[config.mk]
export PLATFORM = sky130hd
export DESIGN_NAME = window_sequencer
export DESIGN_NICKNAME = d
export VERILOG_FILES = /design/src/design/window_sequencer.sv
export VERILOG_INCLUDE_DIRS = /design/src /design/src/design
export SDC_FILE = /design/constraint.sdc
export NUM_CORES = 1
export LEC_CHECK = 0
export BUFFER_PORTS_ARGS = -buffer_cell sky130_fd_sc_hd__buf_4
export CAP_MARGIN = 20
export CORE_AREA = 8 8 45 47
export CTS_CLUSTER_DIAMETER = 150
export DETAILED_ROUTE_END_ITERATION = 7
export DIE_AREA = 0 0 53 55
export GPL_TIMING_DRIVEN = 1
export PLACE_DENSITY_LB_ADDON = 0.25
export SYNTH_ARGS = -nofsm -noshare
export SYNTH_HDL_FRONTEND = slang
export SYNTH_SLANG_ARGS = --single-unit
export TNS_END_PERCENT = 20
[constraint.sdc]
create_clock -name S_AXIS_ACLK -period 1.3 [get_ports S_AXIS_ACLK]
set_clock_uncertainty 0.2 [all_clocks]
set_input_delay 0.13 -clock S_AXIS_ACLK [delete_from_list [all_inputs] [get_ports S_AXIS_ACLK]]
set_output_delay 0.13 -clock S_AXIS_ACLK [all_outputs]
set_load 0.01 [all_outputs]
[src/design/net_engine_cfg.svh]
`ifndef NET_ENGINE_CFG_SVH
`define NET_ENGINE_CFG_SVH

// Pixel, weight and result width
`define NE_DATA_WIDTH 32

// Pixels per image row
`define NE_ROW_WORDS 8

// 3x3 window
`define NE_KERNEL_TAPS 9

// Room for two whole passes of results
`define NE_FIFO_DEPTH (2 * (`NE_ROW_WORDS - 2))

`endif

[src/design/window_sequencer.sv]
`timescale 1ns/1ns
`include "net_engine_cfg.svh"

module window_sequencer (
	input logic S_AXIS_ACLK,
	input logic S_AXIS_ARESETN,
	input logic row_done,
	input logic rows_ready,
	input logic credit_ok,
	output logic busy,
	output logic rd_en,
	output logic [$clog2(`NE_ROW_WORDS)-1:0] rd_col,
	output logic rd_last
);

	localparam int COL_W = $clog2(`NE_ROW_WORDS);
	localparam logic [COL_W-1:0] LAST_COL = COL_W'(`NE_ROW_WORDS - 3);

	logic pending; // Row complete, waiting for output room
	logic active;  // Columns being issued

	always_ff @(posedge S_AXIS_ACLK) begin
		if (!S_AXIS_ARESETN) begin
			pending <= 1'b0;
			active <= 1'b0;
			rd_col <= '0;
		end else begin
			if (row_done && rows_ready)
				pending <= 1'b1;

			if (pending && !active && credit_ok) begin
				// Start of pass
				pending <= 1'b0;
				active <= 1'b1;
				rd_col <= '0;
			end else if (active) begin
				if (rd_col == LAST_COL) begin
					active <= 1'b0;
					rd_col <= '0;
				end else begin
					rd_col <= rd_col + 1'b1;
				end
			end
		end
	end

	assign rd_en = active;
	assign rd_last = active && (rd_col == LAST_COL);

	// Drops the cycle after the last column
	assign busy = pending || active;

endmodule

==> flow_summary.toml <==
[floorplan]
rows = 14
core_area_mm2 = 0.00138
pin_count = 11
die_w_um = 53
initial_core_util = 0.178
die_area_mm2 = 0.00292
die_h_um = 55

[synth]
synth-compound-area-share = 0.193
yosys.area_share.simple = 0.320
netlist_instances = 22
netlist_area_um2 = 246
synth_mux_area_frac = 0
synth_nets = 27
yosys.area.top_type_share = 0.406
synth-seq-cells = 5
synth_xor_area_frac = 0.0355
yosys.area_share.adder = 0
avgSynthCellArea_um2 = 11.2
synth_cell_types = 13
synth_area_leaders = "dfxtp_1 (41%), nor3b_1 (9.1%), o221a_2 (9.1%)"
ys_warn_count = 0
synth_top_family_by_area = "simple AND/OR/NAND/NOR gates"
synth_area_leader_cell = "dfxtp_1"
seq_area_frac_synth = 0.406

[global_route]
grt_usage = 0.0585
grt_max_degree = 8
grt_overflow = 0
antenna_found_initial = 0
grt_pass1_vias = 284
grt_pass1_wl_mm = 1.18

[hold_path]
hold_path_class = "in2reg"

[worst_setup_path]
cp.required_ps = 970
rr_worst_depth = 3
crit_path_max_incr_delay_ps = 340
worstPathMaxFanout = 4
r2r-start = "rd_en"
path_cells = "and4b_4 -> buf_6"
startpoint_type = "flop"
cp.arrival_ps = 1000
critical_path.startpoint = "rd_col[1]"
worstReg2RegEnd = "rd_col[2]"
critPathKind = "reg2out"
worst-path-stages = 2
r2r_slack_ps = 30
slowest_stage = "dfxtp_4"
endpoint_kind = "output port"
crit_end = "rd_last"
crit_family = "flip-flops"
path_buf_inv = 1

[final_layout]
diodes = 0
final_core_util = 0.300
nets = 46
final_area_um2 = 415
syn2layout_area_growth_pct = 68.5
drive_gt1_frac = 0.625
fin_cells = 56
final_cell_mix = "buf_4 (12), nor3b_1 (3), clkbuf_4 (3)"
layout_commonest_cell = "buf_4"
filler_cell_count = 154

[cts]
htree_num_levels = 1
clock_latency_ps = 240
clock-sinks = 5
cts_tree = "built"
cts-root-buf = "clkbuf_4"
cts.clk_slew.worst_paths_ps = 40
clockBufferDepth = 2
cts_buffers = 3

[outcome]
outcome = "finished, violations left"
violations = "setup timing"

[placement]
routabilityCongestion = 0.640
numPortBuffers = 10
dp.cells = 47
hpwl_um = 483
placed_area_um2 = 330

[job]
drv_cap = 0

[routing]
first_pass_iters = 3
drt_iter0_drc = 2
totalWireLength_um = 697
post-route-drc-count = 0
via_count = 247
vias_per_cell = 4.41
wl_per_cell_um = 12.4
drtAntennaViolNets = 0

[timing]
hold_viol = 0
worst_slew_pin_slew_ps = 175
holdWs_ps = 24.5
maxSlewHeadroom = 0.883
fin_ws_ps = -33.9
setup_violations = 1
finalCritPeriodShare = 1.03
fmax_ghz = 0.750
slew_viol_final = 0
post-route-min-period_ps = 1330
rsz0062_at_grt = "true"

[power_and_ir_drop]
irDropWorstVdd_v = 0.000312
p_leak_nw = 0.182
power.density_mw_per_mm2 = 967
## synthesized netlist by cell type
cell	n
buf_6	1
and4b_4	1
and3b_1	1
nor3b_1	3
a21boi_0	2
or2_2	1
xnor2_1	1
o221a_2	2
and4bb_1	1
and4b_2	1
a21oi_1	2
dfxtp_1	5
nand2_1	1
## where the power goes
part | internal, mW | total (mW) | switching, mW
Sequential | 0.158 | 0.167 | 0.00866
Combinational | 0.0368 | 0.0585 | 0.0217
Clock | 0.116 | 0.177 | 0.0607
Total | 0.311 | 0.402 | 0.0911
## cell type report
class                      instances  area (um2)  area share
multi-input combinational         16         138       0.331
timing repair buffer              15         123       0.295
sequential                         5         109       0.262
clock buffer                       4        26.3      0.0633
tap                               16        20.0      0.0482
## cell families after synthesis
logic type                Yosys count
AOI/OAI and AO/OA                   6
xor gates and xnor gates            1
buffers and inverters               1
DFF                                 5
and+or+nand+nor                     9
## layer usage
layer	vias to the layer above	share of wire	global-route usage
met5	-	0	0
met4	0	0	0.0647
met3	0	0.15	0.0374
met2	11	0.42	0.0859
met1	114	0.42	0.0517
li1	122	-	-
## worst reg2reg max path, cell delays in order (launching register included)
cell and delay, ps:
dfxtp_4 350, buf_4 150, and4b_2 230, o221a_2 230
## stage by stage
step	worst slack (ps)	power (mW)	TNS, ps
4_1_cts	-42.1	0.415	-42.1
3_3_place_gp	63.3	0.216	0
3_5_place_dp	34.3	0.217	0
5_1_grt	-60.8	0.434	-78.2
2_1_floorplan	98.1	0.194	0
6_report	-33.9	0.402	-33.9
## state kept, by name, summed over array words and instances, names as in the netlist
name,flops
rd_en,1
pending,1
rd_col,3
## worst min path at each step
stage | start | end | slack [ps] | cells past startpoint
finish | rows_ready | pending | 20 | 3
global route | rows_ready | pending | 40 | 3
CTS | rows_ready | pending | 10 | 3
detailed placement | S_AXIS_ARESETN | rd_col[1] | 220 | 2
global placement | S_AXIS_ARESETN | rd_col[2] | 220 | 2
floorplan | S_AXIS_ARESETN | rd_col[1] | 80 | 1
## repair_timing
item | CTS | global route
buffers inserted | 3 | 1
gates resized for setup | 7 | 1
endpoints found under the setup margin | 3 | 2
hold endpoints to repair | 5 | 0
hold buffers | 1 | 0
cloned | 0 | 0
Power figures use the tool's default switching activity.
