**config.mk**
```make
export PLATFORM = sky130hd
export DESIGN_NAME = maxpool_cell
export DESIGN_NICKNAME = d
export VERILOG_FILES = /design/src/design/net_engine_pkg.sv /design/src/design/maxpool_cell.sv
export VERILOG_INCLUDE_DIRS = /design/src /design/src/design
export SDC_FILE = /design/constraint.sdc
export NUM_CORES = 1
export LEC_CHECK = 0
export BUFFER_PORTS_ARGS = -buffer_cell sky130_fd_sc_hd__buf_2
export CORE_ASPECT_RATIO = 1.5
export CORE_MARGIN = 2
export CORE_UTILIZATION = 60
export DETAILED_ROUTE_END_ITERATION = 12
export PLACE_DENSITY = 0.88
export SETUP_SLACK_MARGIN = 0.05
export SYNTH_ARGS = -nofsm -noshare
export SYNTH_HDL_FRONTEND = slang
export SYNTH_SLANG_ARGS = --single-unit
```
**constraint.sdc**
```tcl
create_clock -name S_AXIS_ACLK -period 12.7 [get_ports S_AXIS_ACLK]
set_input_delay 1.27 -clock S_AXIS_ACLK [delete_from_list [all_inputs] [get_ports S_AXIS_ACLK]]
set_output_delay 1.27 -clock S_AXIS_ACLK [all_outputs]
set_load 0.01 [all_outputs]
```
**src/design/net_engine_cfg.svh**
```systemverilog
`ifndef NET_ENGINE_CFG_SVH
`define NET_ENGINE_CFG_SVH

// Pixel, weight and result width
`define NE_DATA_WIDTH 32

// Pixels per image row
`define NE_ROW_WORDS 8

// 3x3 window
`define NE_KERNEL_TAPS 9

// Room for two whole passes of results
`define NE_FIFO_DEPTH (2 * (`NE_ROW_WORDS - 2))

`endif

```
**src/design/net_engine_pkg.sv**
```systemverilog
`include "net_engine_cfg.svh"

package net_engine_pkg;

	// One signed pixel or coefficient
	typedef logic signed [`NE_DATA_WIDTH-1:0] pixel_t;

	// 3x3 window, row by row, top-left in tap[0]
	typedef struct packed {
		pixel_t [0:`NE_KERNEL_TAPS-1] tap;
	} window_t;

	// Static engine setup, held stable while passes run
	typedef struct packed {
		pixel_t [0:`NE_KERNEL_TAPS-1] weight; // Same order as window_t
		pixel_t bias;
		logic mode; // 1 selects convolution, 0 max-pool
	} engine_cfg_t;

	// Cell output word with its end-of-pass marker
	typedef struct packed {
		pixel_t value;
		logic last;
	} result_t;

endpackage

```
**src/design/maxpool_cell.sv**
```systemverilog
`timescale 1ns/1ns

module maxpool_cell (
	input logic S_AXIS_ACLK,
	input logic S_AXIS_ARESETN,
	input net_engine_pkg::window_t win,
	input logic win_valid,
	input logic win_last,
	output net_engine_pkg::result_t res,
	output logic res_valid
);
	import net_engine_pkg::*;

	pixel_t row_max [3];
	logic row_valid;
	logic row_last;

	// Signed compare of two pixels
	function automatic pixel_t max2(input pixel_t a, input pixel_t b);
		return (a > b) ? a : b;
	endfunction

	// Stage one, maximum within each row
	always_ff @(posedge S_AXIS_ACLK) begin
		for (int r = 0; r < 3; r++)
			row_max[r] <= max2(max2(win.tap[r * 3], win.tap[r * 3 + 1]), win.tap[r * 3 + 2]);
		row_last <= win_last;
	end

	// Stage two, across the rows
	always_ff @(posedge S_AXIS_ACLK) begin
		res.value <= max2(max2(row_max[0], row_max[1]), row_max[2]);
		res.last <= row_last;
	end

	always_ff @(posedge S_AXIS_ACLK) begin
		if (!S_AXIS_ARESETN) begin
			row_valid <= 1'b0;
			res_valid <= 1'b0;
		end else begin
			row_valid <= win_valid;
			res_valid <= row_valid;
		end
	end

endmodule

```
==> results by group, run 1 <==
Place
  • Post-DP HPWL: 31600 um
  • Area after DPL: 0.0149 mm^2
  • Number of buffers added on ports: 325
  • RD Place Congestion: 0.891
  • Placed cells: 2031

Detailed routing
  • Antenna Nets Post-Route: 0
  • Vias/cell: 6.10
  • Via count: 12582
  • DRC: 0
  • Initial DRC Count: 769
  • Routed wire length: 38200 um
  • Wire per inst: 18.5 um
  • DRT Pass-1 Iters: 9

Clocking
  • CTS Buf Count: 17
  • Skew-Pair Late Insertion Delay: 0.42 ns
  • TritonCTS clock tree: done
  • Number of hold buffers added after cts: 0
  • Cts repair resizes: 0
  • Setup Buffers After CTS: 0
  • Clock sink total: 132
  • Root buffer selected by CTS: clkbuf_16
  • Clock transition at the registers of the reported paths: 0.06 ns
  • CTS HTree Levels: 4
  • Clk buf depth: 2

Power
  • Pwr Total: 2.58 mW
  • Peak VDD IR: 0.150 mV
  • Net switching power: 1.06 mW
  • Clock power frac: 0.204
  • Flop pwr share: 0.246
  • Combinational share of power: 0.550
  • Sw Ratio: 0.413
  • Int Pwr: 1.51 mW
  • Lkg Pwr: 8.38 nW
  • PwrDens: 166 mW/mm^2

Synth
  • Post-synthesis sequential area ratio: 0.202
  • Share of the synthesized area in the top cell type: 0.245
  • Yosys top cell by area: ha_1
  • Share of flip-flops with an asynchronous set or reset: 0
  • Cell area after synthesis: 0.0131 mm^2
  • Most frequent cell after synthesis: inv_1
  • Yosys cell types: 64
  • Cells after Synth: 1474
  • Syn_area_per_cell: 8.88 um^2
  • Number of synthesis warnings: 0
  • Most used DFF post-synth: dfxtp_1
  • Top post-synthesis cells by area: ha_1, dfxtp_1, mux2_1, inv_1, mux2_2
  • Post-synth EDFFs: 0
  • Post-synth top cells: inv_1, ha_1, dfxtp_1, a21oi_1, mux2_1
  • Syn nets: 2022
  • Synth Register Bits: 132

Global routing
  • Largest net degree at the start of global routing: 68
  • Initial antenna violation count: 2
  • First-pass GRT wire length: 60500 um
  • Vias in the first global route: 12933
  • Global route overflow: 0
  • All-Layer GR Usage: 0.322

Worst setup path
  • WS Path Type: in2reg
  • CP Max Fanout: 67
  • WP data arrival: 7.62 ns
  • Crit path required time: 13.00 ns
  • Worst r2r path cells: 18
  • Worst Setup End Kind: register
  • Reg2Reg Setup Slack: 6.13 ns
  • RR Endpoint: res[17]$_DFF_P_
  • Reg-to-reg startpoint: row_max[0][63]$_DFF_P_
  • Critical Path Source Type: input pin

Job
  • MaxCap Viol Count: 0

Timing
  • Final count of hold timing violations: 0
  • Crit path time final: 7.31 ns
  • Fmax: 137 MHz
  • Least-Margin Pin Slew: 1.15 ns
  • Rel. slew slack: 0.214
  • Fin crit share: 0.576
  • Final Max Slew Viols: 0
  • Final setup violation count: 0
  • Clock Skew: 0.00774 ns
  • Setup TNS: 0 ns
  • Unrepaired setup endpoints after global routing: false

Die
  • Row count: 66
  • Starting Density: 0.607
  • Die X: 125 um
  • Die Span Y: 185 um
  • Die area: 0.0230 mm^2
  • Io pins: 326
  • Core Region: 0.0216 mm^2

Layout
  • Finished Layout Cells: 2064
  • Layout Utilization: 0.720
  • P&R area growth vs syn: 18.6%
  • # nets final: 2326
  • Share of layout cells above drive strength 1: 0.255
  • Fin area: 0.0155 mm^2

Min path
  • WHS Path Cells: 0
  • HP Start: row_last$_DFF_P_
  • Hold WC Path Type: reg2reg
  • WHS Endpoint: res[0]$_DFF_P_

Status
  • Outcome: finished clean
==> cell usage in the layout, fill, tap and decap left out, types with 5 or more instances in the layout <==
| cell | netlist | layout |
|---|---|---|
| buf_2 | 16 | 325 |
| inv_1 | 290 | 290 |
| ha_1 | 256 | 255 |
| dfxtp_1 | 132 | 132 |
| a21oi_1 | 113 | 113 |
| mux2_1 | 112 | 112 |
| mux2_2 | 76 | 76 |
| nand4_1 | 57 | 57 |
| a21o_1 | 57 | 57 |
| mux2i_1 | 39 | 38 |
| a221oi_1 | 34 | 34 |
| o22ai_1 | 31 | 31 |
| a222oi_1 | 31 | 31 |
| nand2_1 | 28 | 28 |
| nor2_1 | 23 | 23 |
| o21ai_0 | 21 | 21 |
| clkbuf_16 | 0 | 17 |
| nor2b_1 | 16 | 16 |
| nand3_1 | 15 | 15 |
| o211ai_1 | 10 | 10 |
| buf_4 | 6 | 10 |
| nor4_1 | 9 | 9 |
| a211oi_1 | 9 | 9 |
| and4_1 | 5 | 5 |
| o21ai_1 | 5 | 5 |
| nand2b_1 | 5 | 5 |
| o21a_1 | 5 | 5 |
==> state kept, by name (all words and copies together), names as in the netlist <==
| name | cells |
|---|---|
| row_valid | 1 |
| row_max | 96 |
| res_valid | 1 |
| row_last | 1 |
| res | 33 |
==> critical path, cell delays in order <==
cell and delay (ns):
buf_2 0.11, inv_1 0.05, ha_2 0.30, buf_4 0.52, nand4_1 0.26, nor4_1 0.72, o41ai_2 0.30, nand2_1 0.90
a221oi_1 0.24, a21oi_1 0.25, ha_1 0.30, a21o_1 0.17, a21o_1 0.18, a221oi_1 0.30, o211ai_1 0.17, a311o_1 0.38
mux2_2 0.77, mux2_2 0.42
==> layer usage <==
layer / share of wire / vias up / global-route usage / wire [um]
li1: - / 5999 / - / -
met1: 0.36 / 5862 / 0.333 / 13700
met2: 0.52 / 553 / 0.605 / 19800
met3: 0.049 / 168 / 0.0419 / 1890
met4: 0.071 / 0 / 0.218 / 2730
met5: 0 / - / 0 / 0
==> layout make-up <==
class                           instances  area (um^2)
Multi-Input combinational cell       1001         9110
Fill cell                            1601         6030
Sequential cell                       132         2640
Timing Repair Buffer                  335         1700
Inverter                              291         1090
Clock buffer                           19          453
Tap cell                              272          340
Clock inverter                         12          180
Antenna cell                            2         5.00
==> power by group through the flow <==
| stage | combinational [mW] | clock (mW) | sequential (mW) |
|---|---|---|---|
| 2_1_floorplan | 0.962 | 0 | 0.636 |
| 3_3_place_gp | 1.33 | 0 | 0.636 |
| 3_5_place_dp | 1.38 | 0 | 0.636 |
| 4_1_cts | 1.40 | 0.529 | 0.631 |
| 5_1_grt | 1.56 | 0.547 | 0.643 |
| 6_report | 1.42 | 0.526 | 0.634 |
==> cells by family (layout without fill, tap and decap cells) <==
group / Yosys count / in the layout / share of synthesized area
adder cells (fa/ha/maj): 256 / 256 / 0.245
buffers and inverters: 341 / 657 / 0.104
AND/OR/NAND/NOR: 173 / 173 / 0.0743
flip-flops: 132 / 132 / 0.202
AO/OA/AOI/OAI: 345 / 345 / 0.184
multiplexers: 227 / 227 / 0.192
other: 0 / 2 / 0
==> worst max-delay path by stage <==
stage                         from                      to  depth (start not counted)  slack (ns)
after floorplan           win[129]  row_max[0][44]$_DFF_P_                         20        6.97
after global placement     win[63]  row_max[0][68]$_DFF_P_                         19        5.46
after detailed placement   win[63]  row_max[0][75]$_DFF_P_                         18        5.22
after CTS                  win[63]  row_max[0][89]$_DFF_P_                         18        5.60
after global routing       win[63]  row_max[0][72]$_DFF_P_                         18        5.08
final                      win[63]  row_max[0][72]$_DFF_P_                         18        5.39
==> per-stage QoR <==
stage | hold WS, ns | worst slack [ns]
global placement | 0.316 | 5.46
CTS | 0.358 | 5.60
finish | 0.356 | 5.39
detailed placement | 0.330 | 5.22
global route | 0.361 | 5.08
floorplan | 0.310 | 6.97
Note: power is estimated with default switching activity, not from simulation.
==> run 2: changes to the inputs <==
--- a/config.mk
+++ b/config.mk
@@ -6,12 +6,13 @@
 export SDC_FILE = /design/constraint.sdc
 export NUM_CORES = 1
 export LEC_CHECK = 0
+export ABC_AREA = 1
 export BUFFER_PORTS_ARGS = -buffer_cell sky130_fd_sc_hd__buf_2
 export CORE_ASPECT_RATIO = 1.5
 export CORE_MARGIN = 2
-export CORE_UTILIZATION = 60
+export CORE_UTILIZATION = 51
 export DETAILED_ROUTE_END_ITERATION = 12
-export PLACE_DENSITY = 0.88
+export PLACE_DENSITY = 0.79
 export SETUP_SLACK_MARGIN = 0.05
 export SYNTH_ARGS = -nofsm -noshare
 export SYNTH_HDL_FRONTEND = slang
==> constraint.sdc (replaced) <==
create_clock -name S_AXIS_ACLK -period 6.1 [get_ports S_AXIS_ACLK]
set_input_delay 0.61 -clock S_AXIS_ACLK [delete_from_list [all_inputs] [get_ports S_AXIS_ACLK]]
set_output_delay 0.61 -clock S_AXIS_ACLK [all_outputs]
set_load 0.01 [all_outputs]
==> results by group, run 2 <==
Die
  • Die area: 0.0293 mm^2 (+27%)
  • Die Span Y: 208 um (+13%)
  • Row count: 74 (+12%)
  • Io pins: 326 (unchanged)
  • Core Region: 0.0273 mm^2 (+27%)
  • Starting Density: 0.520 (-0.0868)
  • Die X: 140 um (+13%)

Clocking
  • Number of hold buffers added after cts: 0 (unchanged)
  • Clock sink total: 132 (unchanged)
  • Setup Buffers After CTS: 0 (unchanged)
  • TritonCTS clock tree: done
  • Root buffer selected by CTS: clkbuf_16
  • Clock transition at the registers of the reported paths: 0.06 ns (about the same)
  • Clk buf depth: 2 (unchanged)
  • CTS Buf Count: 17 (unchanged)
  • CTS HTree Levels: 4 (unchanged)
  • Skew-Pair Late Insertion Delay: 0.44 ns (+0.02 ns)
  • Cts repair resizes: 0 (unchanged)

Power
  • Pwr Total: 7.03 mW (+170%)
  • Peak VDD IR: 0.411 mV (+170%)
  • Lkg Pwr: 10.2 nW (+21%)
  • PwrDens: 422 mW/mm^2 (+150%)

Synth
  • Yosys top cell by area: ha_1
  • Yosys cell types: 29 (-55%)
  • Cell area after synthesis: 0.0142 mm^2 (+8.6%)
  • Top post-synthesis cells by area: ha_1, dfxtp_1, nand2_1, inv_1, nand4_1
  • Syn_area_per_cell: 6.35 um^2 (-28%)
  • Share of the synthesized area in the top cell type: 0.225 (-0.0194)
  • Post-synth top cells: nand2_1, inv_1, ha_1, nand4_1, nand3_1
  • Share of flip-flops with an asynchronous set or reset: 0 (unchanged)
  • Synth Register Bits: 132 (unchanged)
  • Post-synthesis sequential area ratio: 0.186 (-0.0160)
  • Syn nets: 2786 (+38%)
  • Most used DFF post-synth: dfxtp_1
  • Post-synth EDFFs: 0 (unchanged)
  • Cells after Synth: 2238 (+52%)
  • Number of synthesis warnings: 0 (unchanged)
  • Most frequent cell after synthesis: nand2_1

Timing
  • Least-Margin Pin Slew: 0.745 ns (-0.409 ns)
  • Final Max Slew Viols: 0 (unchanged)
  • Rel. slew slack: 0.502 (+0.288)
  • Final count of hold timing violations: 0 (unchanged)
  • Setup TNS: 0 ns (unchanged)
  • Unrepaired setup endpoints after global routing: false
  • Fmax: 195 MHz
  • Crit path time final: 5.13 ns
  • Fin crit share: 0.841
  • Clock Skew: 0.00994 ns (+0.00221 ns)
  • Final setup violation count: 0 (unchanged)

Global routing
  • First-pass GRT wire length: 66300 um (+9.5%)
  • All-Layer GR Usage: 0.276 (-0.0465)
  • Largest net degree at the start of global routing: 34 (-50%)
  • Global route overflow: 0 (unchanged)
  • Initial antenna violation count: 2 (unchanged)
  • Vias in the first global route: 14828 (+15%)

Layout
  • P&R area growth vs syn: 17.0%
  • Commonest non-fill, non-tap cell in the layout: nand2_1
  • # nets final: 3077 (+32%)
  • Share of layout cells above drive strength 1: 0.156 (-0.0990)
  • Largest register FFs: 96 (unchanged)
  • Most frequent cells in the layout: nand2_1, inv_1, buf_2, ha_1, nand4_1
  • Top reg by flops: row_max
  • Largest regs: row_max (96), res (33)

Worst setup path
  • WS Path Type: in2reg
  • Crit path required time: 6.42 ns (-6.58 ns)
  • Critical Path Source Type: input pin
  • Crit. Startpoint: win[63]
  • Worst Setup End Kind: register
  • Reg-to-reg startpoint: row_max[0][39]$_DFF_P_
  • CP Max Fanout: 33 (-51%)
  • WP data arrival: 5.45 ns (-2.17 ns)

Place
  • Post-DP HPWL: 34900 um (+11%)
  • Number of buffers added on ports: 325 (unchanged)
  • RD Place Congestion: 0.932 (+4.7%)

Detailed routing
  • DRT Pass-1 Iters: 5 (-4)
  • Routed wire length: 40100 um (+5.1%)
  • Wire per inst: 13.9 um (-25%)
  • Vias/cell: 5.13 (-16%)
  • Antenna Nets Post-Route: 0 (unchanged)
  • DRC: 0 (unchanged)
  • Initial DRC Count: 748 (-2.7%)
  • Via count: 14816 (+18%)

Min path
  • Hold WC Path Type: in2reg
  • HP Start: win_last

Status
  • Outcome: finished clean

Job
  • MaxCap Viol Count: 0 (unchanged)
## run 2: worst paths after layout
check,endpoint,slack (ns),cells after the start
max reg2reg,res[5]$_DFF_P_,1.65,27
max,row_max[0][65]$_DFF_P_,0.97,25
min reg2reg,res[0]$_DFF_P_,0.33,0
min,row_last$_DFF_P_,0.27,1
## run 2: logic make-up after synthesis
group / Yosys count / share of synthesized area
AO/OA/AOI/OAI: 171 / 0.0643
adder cells (fa/ha/maj): 256 / 0.225
buffers and inverters: 518 / 0.148
flip-flops: 132 / 0.186
AND/OR/NAND/NOR: 1161 / 0.376
## run 2: critical path, stage by stage
cell	delay [ns]
buf_2	0.07
inv_1	0.06
ha_1	0.37
nand2_1	0.10
nor2_1	0.15
nand2_1	0.11
nor2_1	0.26
nand4_1	0.22
buf_4	0.29
nand3_1	0.12
buf_4	0.31
nand2_1	0.10
and2_1	0.15
ha_1	0.37
nand2_1	0.10
nor2_2	0.15
nand4_2	0.13
nor4_2	0.34
nand2_1	0.14
nand3_1	0.11
nand2_2	0.07
nor2_4	0.57
inv_4	0.29
nand2_1	0.14
nand2_1	0.06
## run 2: area by class of cell
class,count,area [um^2]
repair buffers,344,1770
diodes,2,5.00
clock buffers,20,467
well taps,342,428
flip-flops and latches,132,2640
clock inverters,12,175
fillers,2589,10700
inverters,446,1680
multi-input cells,1588,9460
## run 2: per-stage QoR
stage | util | setup slack (ns) | cell area, um^2 | hold slack (ns) | std cells
2_1_floorplan | - | 2.36 | 14200 | 0.310 | 2238
3_3_place_gp | 0.585 | 0.657 | 16000 | 0.311 | 2852
3_5_place_dp | 0.585 | 0.529 | 16000 | 0.314 | 2852
4_1_cts | 0.609 | 0.971 | 16600 | 0.255 | 2884
5_1_grt | 0.609 | 0.624 | 16600 | 0.261 | 2886
6_report | 0.609 | 0.969 | 16600 | 0.272 | 2886
## run 2: per-layer routing
metal	up-vias	share of wire	track usage
li1	7719	-	-
met1	6504	0.40	0.300
met2	473	0.50	0.516
met3	120	0.048	0.0318
met4	0	0.051	0.150
met5	-	0	0
## run 2: report_power, final
part | internal [mW] | total, mW | switching [mW]
registers | 1.28 | 1.50 | 0.220
logic | 1.67 | 4.42 | 2.75
clock network | 0.715 | 1.10 | 0.388
total | 3.67 | 7.03 | 3.36
