[src/design/net_engine_cfg.svh]
`ifndef NET_ENGINE_CFG_SVH
`define NET_ENGINE_CFG_SVH

// Pixel, weight and result width
`define NE_DATA_WIDTH 32

// Pixels per image row
`define NE_ROW_WORDS 8

// 3x3 window
`define NE_KERNEL_TAPS 9

// Room for two whole passes of results
`define NE_FIFO_DEPTH (2 * (`NE_ROW_WORDS - 2))

`endif

[src/design/net_engine_pkg.sv]
`include "net_engine_cfg.svh"

package net_engine_pkg;

	// One signed pixel or coefficient
	typedef logic signed [`NE_DATA_WIDTH-1:0] pixel_t;

	// 3x3 window, row by row, top-left in tap[0]
	typedef struct packed {
		pixel_t [0:`NE_KERNEL_TAPS-1] tap;
	} window_t;

	// Static engine setup, held stable while passes run
	typedef struct packed {
		pixel_t [0:`NE_KERNEL_TAPS-1] weight; // Same order as window_t
		pixel_t bias;
		logic mode; // 1 selects convolution, 0 max-pool
	} engine_cfg_t;

	// Cell output word with its end-of-pass marker
	typedef struct packed {
		pixel_t value;
		logic last;
	} result_t;

endpackage

[src/design/stream_source.sv]
`timescale 1ns/1ns
`include "net_engine_cfg.svh"

module stream_source (
	input logic S_AXIS_ACLK,
	input logic S_AXIS_ARESETN,
	input net_engine_pkg::result_t conv_res,
	input logic conv_valid,
	input net_engine_pkg::result_t pool_res,
	input logic pool_valid,
	input logic mode,
	input logic rd_en,
	output logic credit_ok,
	output net_engine_pkg::pixel_t m_axis_tdata,
	output logic m_axis_tvalid,
	input logic m_axis_tready,
	output logic m_axis_tlast
);
	import net_engine_pkg::*;

	localparam int PTR_W = $clog2(`NE_FIFO_DEPTH);
	localparam int CNT_W = $clog2(`NE_FIFO_DEPTH + 1);
	localparam int PASS_LEN = `NE_ROW_WORDS - 2;

	result_t fifo_mem [`NE_FIFO_DEPTH];
	logic [PTR_W-1:0] wr_ptr;
	logic [PTR_W-1:0] rd_ptr;
	logic [CNT_W-1:0] occupied;
	logic [CNT_W-1:0] reserved; // Occupied plus results still in the pipeline
	result_t push_res;
	logic push;
	logic pop;

	// Depth is not a power of two
	function automatic logic [PTR_W-1:0] next_ptr(input logic [PTR_W-1:0] p);
		return (p == PTR_W'(`NE_FIFO_DEPTH - 1)) ? '0 : p + 1'b1;
	endfunction

	assign push_res = mode ? conv_res : pool_res;
	assign push = mode ? conv_valid : pool_valid;
	assign pop = m_axis_tvalid && m_axis_tready;

	always_ff @(posedge S_AXIS_ACLK) begin
		if (push)
			fifo_mem[wr_ptr] <= push_res;
	end

	always_ff @(posedge S_AXIS_ACLK) begin
		if (!S_AXIS_ARESETN) begin
			wr_ptr <= '0;
			rd_ptr <= '0;
			occupied <= '0;
			reserved <= '0;
		end else begin
			if (push)
				wr_ptr <= next_ptr(wr_ptr);
			if (pop)
				rd_ptr <= next_ptr(rd_ptr);
			occupied <= occupied + CNT_W'(push) - CNT_W'(pop);
			// Every column read turns into one entry three cycles later
			reserved <= reserved + CNT_W'(rd_en) - CNT_W'(pop);
		end
	end

	// Room for one more whole pass
	assign credit_ok = (int'(reserved) + PASS_LEN) <= `NE_FIFO_DEPTH;

	assign m_axis_tvalid = (occupied != '0);
	assign m_axis_tdata = fifo_mem[rd_ptr].value;
	assign m_axis_tlast = fifo_mem[rd_ptr].last; // End of pass from win_last

endmodule

[config.mk]
export PLATFORM = sky130hd
export DESIGN_NAME = stream_source
export DESIGN_NICKNAME = d
export VERILOG_FILES = /design/src/design/net_engine_pkg.sv /design/src/design/stream_source.sv
export VERILOG_INCLUDE_DIRS = /design/src /design/src/design
export SDC_FILE = /design/constraint.sdc
export NUM_CORES = 1
export LEC_CHECK = 0
export ABC_AREA = 1
export BUFFER_PORTS_ARGS = -buffer_cell sky130_fd_sc_hd__buf_2
export CELL_PAD_IN_SITES_DETAIL_PLACEMENT = 1
export CELL_PAD_IN_SITES_GLOBAL_PLACEMENT = 2
export CORE_MARGIN = 5
export CORE_UTILIZATION = 37
export DETAILED_ROUTE_END_ITERATION = 10
export PLACE_DENSITY_LB_ADDON = 0.1
export SYNTH_ARGS = -nofsm -noshare
export SYNTH_HDL_FRONTEND = slang
export SYNTH_SLANG_ARGS = --single-unit
[constraint.sdc]
create_clock -name S_AXIS_ACLK -period 3.3 [get_ports S_AXIS_ACLK]
set_input_delay 0.33 -clock S_AXIS_ACLK [delete_from_list [all_inputs] [get_ports S_AXIS_ACLK]]
set_output_delay 0.33 -clock S_AXIS_ACLK [all_outputs]
set_load 0.02 [all_outputs]
==> results.md, run 1 <==
* Final ANT Viol Nets at 0
* Post-cts resize count at 0
* FP Rows at 81
* VDD IR max at roughly 550 uV
* GRT Total Usage at 18.0%
* Syn Inst Count at approximately 1700
* Syn. warnings at 0
* Final Slew Violations at 0
* Total gr overflow at 0
* Layout cells sized above 1 at between 10% and 20%
* Clock share of power at roughly 36%
* Most common cell after layout, fill and taps aside: nand2_1
* Distinct cells, synth at 27
* Residual DRC count at 0
* Worst Setup End Kind: output pin
* Initial DRT Pass Iterations at 5
* Static leakage at roughly 8.4 nW
* Synth Area in Compound Gates at between 3 and 4%
* Clock sinks at ~420
* DR vias at about 12000
* Pint at 9.98 mW
* Post-synthesis mux area share at 2.06%
* Switch share at 30.1%
* R2R Path Start: occupied[2]$_SDFF_PN0_
* Top achievable clock speed at about 0.33 GHz
* Seq pwr share at about 43%
* Global-route wire length before repair at 73600 um
* Simple-gate share of the synthesized area at roughly 17%
* CTS tree: done
* Highest metal used: met4
* H-Tree Depth at 2
* Hold Crit Class: input pin to flip-flop
* Largest net degree at the start of global routing at roughly 180
* Hold_sp: S_AXIS_ARESETN
* Status: completed
* Pwr/cell area at around 690 nW/um^2
* Final Cycle Share at a little over 90%
* WS Path Type: flip-flop to output pin
* Die ar. at approximately 53000 um^2
* Sw power at ~4.3 mW
* Vias in the first global route at 12400
* Initial drt markers at 584
* IO Port Bufs at approximately 110
* Min Hold Slack at between 0.05 and 0.06 ns
* Starting Density at 37.1%
* Syn Nets at 1755
* Metal-1 WL at approximately 22000 um
* Initial antenna violation count at 0
* Setup WS post-layout at ~0.25 ns
* DR WL met3 at 1750 um
* Worst slack, placed at around 0.92 ns
* WP data required at 2.97 ns
* DRT Wirelength at 47800 um
* Routed WL per cell at about 20 um
* Worst-path clk slew at ~0.060 ns
* # hold bufs at CTS at 0
* I/O pin count at 108
* RSZ-0062 raised after global routing: false
* Main combinational cell family by area after synthesis: simple AND/OR/NAND/NOR gates
* Clk Latency, worst-skew pair at between 0.5 and 0.6 ns
* Logic pwr share at 21.5%
* Setup violators final at 0
* Worst-Margin Slew at ~1.1 ns
* Area Overhead vs Synth at 15.2%
* Post-Syn Area at about 18000 um^2
* Max cap viols at 0
* Final Hold Fails at 0
* Post-Synth Adder-Cell Area at under 10%
* Die Span X at between 200 and 250 um
* Diode count at 0
* Met2 Wirelength at about 23000 um
* Clock root buffer: clkbuf_16
* Synthesized area per cell at about 11 um^2
* CP max FO at 176
* Cts bufs inserted at 48
* Setup crit start kind: flip-flop
* Clock Tree Buf Depth at 3
* Max_slew headroom at 29.6%
* Tmin final at 3.05 ns
* Core area at 48500 um^2
* Worst Skew at 0.0128 ns
* Xor/xnor share of the synthesized area at less than 1%
* Vias per cell at approximately 4.9
* Die Y at about 230 um
* Post-synthesis sequential area ratio at between 60% and 70%
* DP Wirelength at 25500 um
* Setup repair bufs after CTS at 0
* Critical path data arrival time at about 2.7 ns
* Number of synthesized register bits at roughly 420
* Most frequent cells in the layout: nand2_1 (427), edfxtp_1 (396), inv_1 (243)
* Gpl congestion at 0.711
* Nets@finish at 1859
* Setup TNS Final at 0 ns
[worst paths after layout]
kind,to,slack [ns],cells after the start
setup / recovery,m_axis_tdata[15],0.25,8
hold / removal,reserved[0]$_SDFF_PN0_,0.05,3
setup reg to reg,reserved[2]$_SDFF_PN0_,1.03,12
hold reg to reg,wr_ptr[0]$_SDFFE_PN0P_,0.51,2
[through the flow]
stage	area, um^2	utilization, %	total power, mW	cells
finish	20800	42.8	14.3	2428
global route	20800	42.8	15.1	2428
CTS	20800	42.8	14.5	2428
detailed placement	19300	39.7	9.36	2341
global placement	19300	39.7	9.30	2341
floorplan	18000	-	8.43	1665
[registers in the layout, indices dropped and copies added (netlist names), named ones only]
register / count
reserved: 4
wr_ptr: 4
rd_ptr: 4
fifo_mem: 396
occupied: 4
[cell usage after synthesis]
cell type,instances,area share [%]
clkinv_1,1,0.021
inv_1,246,5.1
inv_2,2,0.042
o21a_1,1,0.042
nor2_1,86,1.8
or2_1,1,0.035
xnor2_1,1,0.049
dfxtp_1,20,2.2
xor2_1,2,0.097
a21oi_1,31,0.86
buf_1,7,0.15
clkbuf_1,19,0.40
buf_2,39,1.1
buf_8,1,0.083
o21ai_1,15,0.42
mux2_2,33,2.1
o31a_1,1,0.049
buf_6,14,0.87
o21ai_0,90,2.5
clkbuf_2,1,0.028
edfxtp_1,396,66
nor3_1,8,0.22
nand3_1,202,5.6
nand2_1,427,8.9
buf_4,4,0.17
ha_1,15,1.0
fa_1,2,0.22
[power by group through the flow]
stage	logic, mW	registers, mW	clock network (mW)
global route	3.50	6.11	5.49
finish	3.07	6.10	5.12
CTS	3.17	6.10	5.27
floorplan	2.27	6.16	0
global placement	3.10	6.20	0
detailed placement	3.15	6.21	0
[worst max-delay path, cell delays in order (launching register included)]
cell and delay [ns]:
dfxtp_4 0.51, buf_12 0.52, nand2_1 0.12, nand2_1 0.11, nand2_1 0.05, nand3_1 0.08, nand3_1 0.09, nand2_1 0.17
buf_2 0.19
[area by class of cell]
cell class,count,area [um^2]
timing repair buffer,139,888
sequential,416,12300
tap,622,778
clock inverter,27,229
clock buffer,60,1270
inverter,249,941
fill,5281,27800
multi-input combinational,915,4370
[per-layer routing]
metal / up-vias / track usage, %
met1: 5956 / 23.5
li1: 5719 / -
met3: 52 / 3.30
met4: 0 / 3.94
met5: - / 0
met2: 169 / 31.3
[kinds of logic (layout without fill, tap and decap cells)]
kind of cell / after synthesis / in the layout
XOR/XNOR: 3 / 3
flip-flops: 416 / 416
buffers and inverters: 334 / 475
multiplexers: 33 / 33
AO/OA/AOI/OAI: 138 / 138
AND/OR/NAND/NOR: 724 / 724
adder cells (fa/ha/maj): 17 / 17
No activity file was read; power rests on OpenSTA's default activity.
==> run 2, diff against run 1 <==
--- a/config.mk
+++ b/config.mk
@@ -10,8 +10,11 @@
 export BUFFER_PORTS_ARGS = -buffer_cell sky130_fd_sc_hd__buf_2
 export CELL_PAD_IN_SITES_DETAIL_PLACEMENT = 1
 export CELL_PAD_IN_SITES_GLOBAL_PLACEMENT = 2
+export CORE_ASPECT_RATIO = 0.8
 export CORE_MARGIN = 5
-export CORE_UTILIZATION = 37
+export CORE_UTILIZATION = 38
+export CTS_BUF_LIST = sky130_fd_sc_hd__clkbuf_8
+export CTS_CLUSTER_DIAMETER = 80
 export DETAILED_ROUTE_END_ITERATION = 10
 export PLACE_DENSITY_LB_ADDON = 0.1
 export SYNTH_ARGS = -nofsm -noshare
==> results.md, run 2 (synthesis results as in run 1) <==
* Final Core Density at between 40 and 50%
* Final Hold Fails at 0
* Total gr overflow at 0
* Final ANT Viol Nets at 0
* Setup violators final at 0
* Initial antenna violation count at 0
* Area Overhead vs Synth at 14.3%
* Top achievable clock speed at about 0.35 GHz
* Worst slack, placed at slightly above 1 ns
* GRT Total Usage at 18.8%
* Slowest stage cell on the critical path: dfxtp_4
* Critical path data arrival time at approximately 2.6 ns
* Worst-Margin Slew at roughly 0.75 ns
* Worst Skew at 0.0229 ns
* Die Span X at between 200 and 300 um
* Max_slew headroom at 49.7%
* Clock sinks at approximately 420
* RSZ-0062 raised after global routing: false
* Core area at 47000 um^2
* WP data required at 2.97 ns
* Diode count at 0
* Initial DRT Pass Iterations at 4
* Most common cell after layout, fill and taps aside: nand2_1
* Largest net degree at the start of global routing at between 100 and 150
* Clock Tree Buf Depth at 3
* Die Y at just over 200 um
* Routed WL per cell at 19.6 um
* Residual DRC count at 0
* Largest register FFs at slightly below 400
* Cells along the critical path: inv_6, buf_4, nand2_1, nand2_1, nand2_1, nand3_1, nand3_1, nand2_1, buf_2
* Starting Density at about two fifths
* Logic pwr share at a little under a quarter
* DP Wirelength at about 26000 um
* Crit path max-delay family: buffers and inverters
* Pint at approximately 9.1 mW
* H-Tree Depth at 3
* Post-cts resize count at 0
* Die ar. at ~52000 um^2
* Tmin final at slightly below 3 ns
* Status: completed
* Seq pwr share at about 46%
* FP Rows at between 70 and 80
* I/O pin count at ~110
* Layout cells sized above 1 at 15.1%
* Gpl congestion at between 0.7 and 0.8
* DRT Wirelength at a little under 50000 um
* Critical path's most frequent cell: nand2_1
* Setup repair bufs after CTS at 0
* Final Cycle Share at approximately 90%
* Setup crit start kind: flip-flop
* VDD IR max at about 290 uV
* Post-Place Cell Area at 19400 um^2
* Clock root buffer: clkbuf_8
* Max cap viols at 0
* Nets@finish at approximately 1900
* Static leakage at 8.41 nW
* WS Path Type: flip-flop to output pin
* IO Port Bufs at approximately 110
* Switch share at between 30% and 40%
* Total power at 13.4 mW
* Largest Register: fifo_mem
* Most frequent cells in the layout: nand2_1 (427), edfxtp_1 (396), inv_1 (267)
* Worst-path clk slew at approximately 0.060 ns
* Hold Crit Class: input pin to flip-flop
* CTS tree: done
* Cell area after layout at 20600 um^2
* Worst Setup End Kind: output pin
* Cts bufs inserted at 71
* Global-route wire length before repair at roughly 75000 um
* Sw power at around 4.3 mW
* CP max FO at 54
* Clock share of power at 31.3%
* DR vias at about 12000
* Crit-path max cell delay at between 0.4 and 0.5 ns
* Setup WS post-layout at 0.407 ns
* Pwr/cell area at 650 nW/um^2
* WP buf/inv at 3
* Final Slew Violations at 0
* Initial drt markers at 677
* Vias per cell at between 4 and 5
* Clk Latency, worst-skew pair at around 0.64 ns
* Vias in the first global route at ~13000
==> run 2: changes by cell type in the layout (fill, tap and decap cells not counted), moves of 3 or more <==
cell and change:
clkbuf_8 +71, clkinv_2 -5, buf_4 +5, inv_1 +24
clkinv_1 +4, clkbuf_1 -11, clkbuf_16 -49, bufinv_16 -3
==> run 2: power groups by stage <==
stage               sequential, mW  clock [mW]  combinational [mW]
floorplan                     6.16           0                2.27
global placement              6.22           0                3.10
detailed placement            6.22           0                3.16
CTS                           6.11        4.34                3.18
global route                  6.13        4.60                3.50
finish                        6.11        4.19                3.10
==> run 2: what timing repair did <==
action / in CTS / in global routing
endpoints found under the setup margin: 0 / 0
hold buffers: 2 / 0
hold endpoints to repair: 8 / 0
==> run 2: area by class of cell <==
cell class              count  area (um^2)
fillers                  5112        26400
flip-flops and latches    416        12300
multi-input cells         915         4370
repair buffers            148          986
clock buffers              71          977
inverters                 249          941
well taps                 620          776
clock inverters            51          251
==> run 2: metrics by stage <==
step	hold slack, ns	std cells	setup TNS (ns)
6_report	0.0511	2470	0
5_1_grt	0.0192	2470	0
4_1_cts	0.00167	2470	0
3_5_place_dp	0.502	2346	0
3_3_place_gp	0.488	2346	0
2_1_floorplan	0.423	1665	-46.30
==> run 2: layer usage <==
layer / share of wire, % / wire, um / track usage [%] / up-vias
li1: - / - / - / 5789
met1: 49 / 23600 / 26.3 / 6008
met2: 46 / 22300 / 30.4 / 179
met3: 3.4 / 1640 / 3.64 / 68
met4: 1.9 / 922 / 4.82 / 0
met5: 0 / 0 / 0 / -
==> run 2: final timing paths <==
check | from | depth (start not counted) | slack (ns) | endpoint
worst min register to register | wr_ptr[2]$_SDFFE_PN0P_ | 2 | 0.51 | wr_ptr[2]$_SDFFE_PN0P_
worst min-delay path | rd_en | 4 | 0.05 | reserved[0]$_SDFF_PN0_
worst max-delay path | flip-flop | 9 | 0.41 | m_axis_tdata[15]
worst max register to register | occupied[2]$_SDFF_PN0_ | 12 | 1.06 | reserved[2]$_SDFF_PN0_
==> run 2: worst reg2reg max path, cell delays in order, from the launching register on <==
cell	delay, ns
dfxtp_1	0.30
inv_1	0.05
ha_1	0.18
nand2_1	0.12
nand2_1	0.23
nor2_1	0.25
inv_1	0.09
nand2_1	0.07
ha_1	0.15
inv_1	0.06
fa_1	0.40
xnor2_1	0.17
nor2_1	0.05
==> run 3, diff against run 2 <==
--- a/config.mk
+++ b/config.mk
@@ -6,13 +6,13 @@
 export SDC_FILE = /design/constraint.sdc
 export NUM_CORES = 1
 export LEC_CHECK = 0
-export ABC_AREA = 1
+export ABC_AREA = 0
 export BUFFER_PORTS_ARGS = -buffer_cell sky130_fd_sc_hd__buf_2
 export CELL_PAD_IN_SITES_DETAIL_PLACEMENT = 1
 export CELL_PAD_IN_SITES_GLOBAL_PLACEMENT = 2
 export CORE_ASPECT_RATIO = 0.8
 export CORE_MARGIN = 5
-export CORE_UTILIZATION = 38
+export CORE_UTILIZATION = 40
 export CTS_BUF_LIST = sky130_fd_sc_hd__clkbuf_8
 export CTS_CLUSTER_DIAMETER = 80
 export DETAILED_ROUTE_END_ITERATION = 10
==> constraint.sdc (replaced) <==
create_clock -name S_AXIS_ACLK -period 2.7 [get_ports S_AXIS_ACLK]
set_input_delay 0.27 -clock S_AXIS_ACLK [delete_from_list [all_inputs] [get_ports S_AXIS_ACLK]]
set_output_delay 0.27 -clock S_AXIS_ACLK [all_outputs]
set_load 0.02 [all_outputs]
==> results.md, run 3 <==
* Nets@finish at ~1200
* Main synth FF type: edfxtp_1
* WP buf/inv at 2
* H-Tree Depth at 3
* WP data required at between 2 and 2.5 ns
* RSZ-0062 raised after global routing: true
* Crit-path max cell delay at between 0.4 and 0.5 ns
* I/O pin count at approximately 110
* Cts bufs inserted at 69
* CP max FO at 37
* Largest register FFs at 396
* Distinct cells, synth at 40
* Clock Tree Buf Depth at 3
* Clk Latency, worst-skew pair at roughly 0.60 ns
* Status: completed
* Syn. warnings at 0
* Worst-Margin Slew at roughly 0.58 ns
* R2R Path Start: occupied[2]$_SDFF_PN0_
* Fillers at 3973
* Vias per cell at between 5 and 6
* Residual DRC count at 0
* Starting Density at between 40 and 50%
* Hold Path Sink: wr_ptr[0]$_SDFFE_PN0P_
* Slowest stage cell on the critical path: dfxtp_4
* Worst-path clk slew at 0.06 ns
* Final Slew Violations at 0
* Max cap viols at 0
* Critical path data arrival time at roughly 2.3 ns
* Final Core Density at between 40% and 50%
* Layout cells sized above 1 at between 30% and 40%
* Largest net degree at the start of global routing at 39
* Gpl congestion at around 0.7
* Synthesized area per cell at 18.4 um^2
* Top post-synthesis cells by area: edfxtp_1 (71%), mux2_2 (6.7%), mux4_2 (4.4%), mux2i_1 (4.1%), dfxtp_1 (2.4%)
* Post-Syn Area at approximately 17000 um^2
* Setup violators final at 0
* Cells along the critical path: buf_16, mux2_2, o22ai_1, a221o_1, o21ai_1, buf_2
* Die ar. at 46100 um^2
* Initial drt markers at about 410
* Synth area leader: edfxtp_1
* WS Path Type: flip-flop to output pin
* Fraction of registers with async set/reset at 0%
* Synth cell count leaders: edfxtp_1 (396), mux2_2 (99), mux2i_1 (69)
* Die Y at about 190 um
* DP Wirelength at 23200 um
* Clock sinks at between 400 and 500
* Most common cell after layout, fill and taps aside: edfxtp_1
* Initial DRT Pass Iterations at 4
* Flop2flop setup slack at about 0.30 ns
* Vias in the first global route at 9327
* Post-synthesis sequential area ratio at around 73%
* Routed WL per cell at 24.0 um
* Area Overhead vs Synth at 17.3%
* Max_slew headroom at between 60% and 70%
* Post-synth EDFFs at approximately 400
* Number of synthesized register bits at ~420
* Syn Inst Count at 910
* Initial antenna violation count at 1
* Crit path max-delay family: flip-flops
* Most frequent cells in the layout: edfxtp_1 (396), buf_2 (104), mux2_2 (99)
* Top achievable clock speed at roughly 0.38 GHz
* Core area at around 42000 um^2
* Syn Nets at 1000
* Die Span X at about 240 um
* Final Hold Fails at 0
* Worst Skew at between 0.015 and 0.02 ns
* DRT Wirelength at ~41000 um
* Top cell type's share of synthesized area at 71.0%
* CTS tree: done
* Diode count at 0
* VDD IR max at ~340 uV
* DR vias at between 8000 and 9000
* Most common cell in the synthesized netlist: edfxtp_1
* Total gr overflow at 0
* Tmin final at between 2 and 3 ns
* Final ANT Viol Nets at 0
* FP Rows at 67
* Pwr/cell area at 779 nW/um^2
* Hold Path Cell Cnt at 3
* Worst Setup End Kind: output pin
* Static leakage at about 6.5 nW
* Final Non-Filler Cells at 1691
* Reg-to-Reg End: occupied[2]$_SDFF_PN0_
* Reg2reg path depth at 10
* Setup crit start kind: flip-flop
* Hold Crit Class: input pin to flip-flop
* GRT Total Usage at between 10% and 20%
* Final Cycle Share at 96.6%
* Inst Count DP at about 1600
* Hold_sp: S_AXIS_ARESETN
* Largest Register: fifo_mem
* Clock root buffer: clkbuf_8
* Global-route wire length before repair at between 50000 and 60000 um
* IO Port Bufs at between 100 and 150
==> run 3: changes by cell type in the layout (fill, tap and decap cells not counted), moves of 8 or more <==
cell / previous run / this run
nand2_1: 427 / 41
inv_1: 267 / 38
nand3_1: 202 / 5
o21ai_0: 90 / 4
nor2_1: 81 / 5
mux2i_1: 0 / 69
mux2_2: 33 / 99
a221o_1: 0 / 33
mux4_2: 0 / 33
o22ai_1: 0 / 31
a21oi_1: 31 / 3
o21ai_1: 15 / 30
a21boi_0: 0 / 8
==> run 3: worst max path at each step <==
stage | startpoint | end | slack [ns] | cells past startpoint
floorplan | occupied[2]$_SDFF_PN0_ | occupied[2]$_SDFF_PN0_ | 0.34 | 11
global placement | occupied[2]$_SDFF_PN0_ | occupied[2]$_SDFF_PN0_ | 0.32 | 10
detailed placement | occupied[2]$_SDFF_PN0_ | reserved[2]$_SDFF_PN0_ | 0.30 | 11
CTS | flip-flop | m_axis_tlast | 0.02 | 5
global route | flip-flop | m_axis_tdata[5] | -0.01 | 6
finish | flip-flop | m_axis_tdata[9] | 0.09 | 6
==> run 3: final cells by class <==
| cell class | instances | area (um^2) | area share, % |
|---|---|---|---|
| Tap cell | 552 | 691 | 3.51 |
| Timing Repair Buffer | 163 | 1250 | 6.37 |
| Clock inverter | 46 | 210 | 1.07 |
| Clock buffer | 73 | 1000 | 5.11 |
| Sequential cell | 416 | 12300 | 62.6 |
| Inverter | 14 | 52.6 | 0.267 |
| Multi-Input combinational cell | 427 | 4140 | 21.1 |
==> run 3: where the power goes <==
group | switching (mW) | leakage [nW] | total (mW) | internal (mW)
sequential | 0.108 | 3.75 | 7.44 | 7.33
combinational | 1.69 | 2.04 | 2.85 | 1.16
clock | 2.44 | 0.712 | 5.02 | 2.58
==> run 3: cell families after synthesis <==
logic type / share of synthesized area (%)
AO/OA/AOI/OAI: 5.00
XOR/XNOR: 0.314
adder cells (fa/ha/maj): 1.36
buffers and inverters: 2.31
flip-flops: 73.4
multiplexers: 15.2
AND/OR/NAND/NOR: 2.41
==> run 3: timing repair <==
item | 4_1_cts | 5_1_grt
setup buffers | 0 | 3
hold buffers | 2 | 0
pin swaps | 0 | 0
setup endpoints to repair | 8 | 11
hold endpoints to repair | 2 | 0
resized for setup | 5 | 12
cloned | 1 | 3
==> run 3: tightest hold or removal path, stage by stage <==
cell     delay (ns)
buf_2          0.21
nand2_1        0.10
nor2_1         0.03
==> run 3: through the flow <==
stage / setup slack, ns / cell area (um^2) / hold WS, ns / TNS, ns / power [mW]
6_report: 0.0910 / 19700 / 0.0567 / 0 / 15.3
3_5_place_dp: 0.300 / 18200 / 0.520 / 0 / 10.4
4_1_cts: 0.0173 / 19500 / 0.00977 / 0 / 15.5
3_3_place_gp: 0.323 / 18200 / 0.507 / 0 / 10.4
2_1_floorplan: 0.335 / 16800 / 0.457 / 0 / 9.37
5_1_grt: -0.0102 / 19700 / 0.0513 / -0.0254 / 16.0
==> run 3: metal layers <==
| metal | up-vias | routed length (um) | track usage [%] |
|---|---|---|---|
| met3 | 77 | 1360 | 3.13 |
| met1 | 4575 | 19000 | 24.5 |
| met5 | - | 0 | 0 |
| met2 | 158 | 19300 | 27.9 |
| met4 | 0 | 855 | 4.96 |
| li1 | 4002 | - | - |
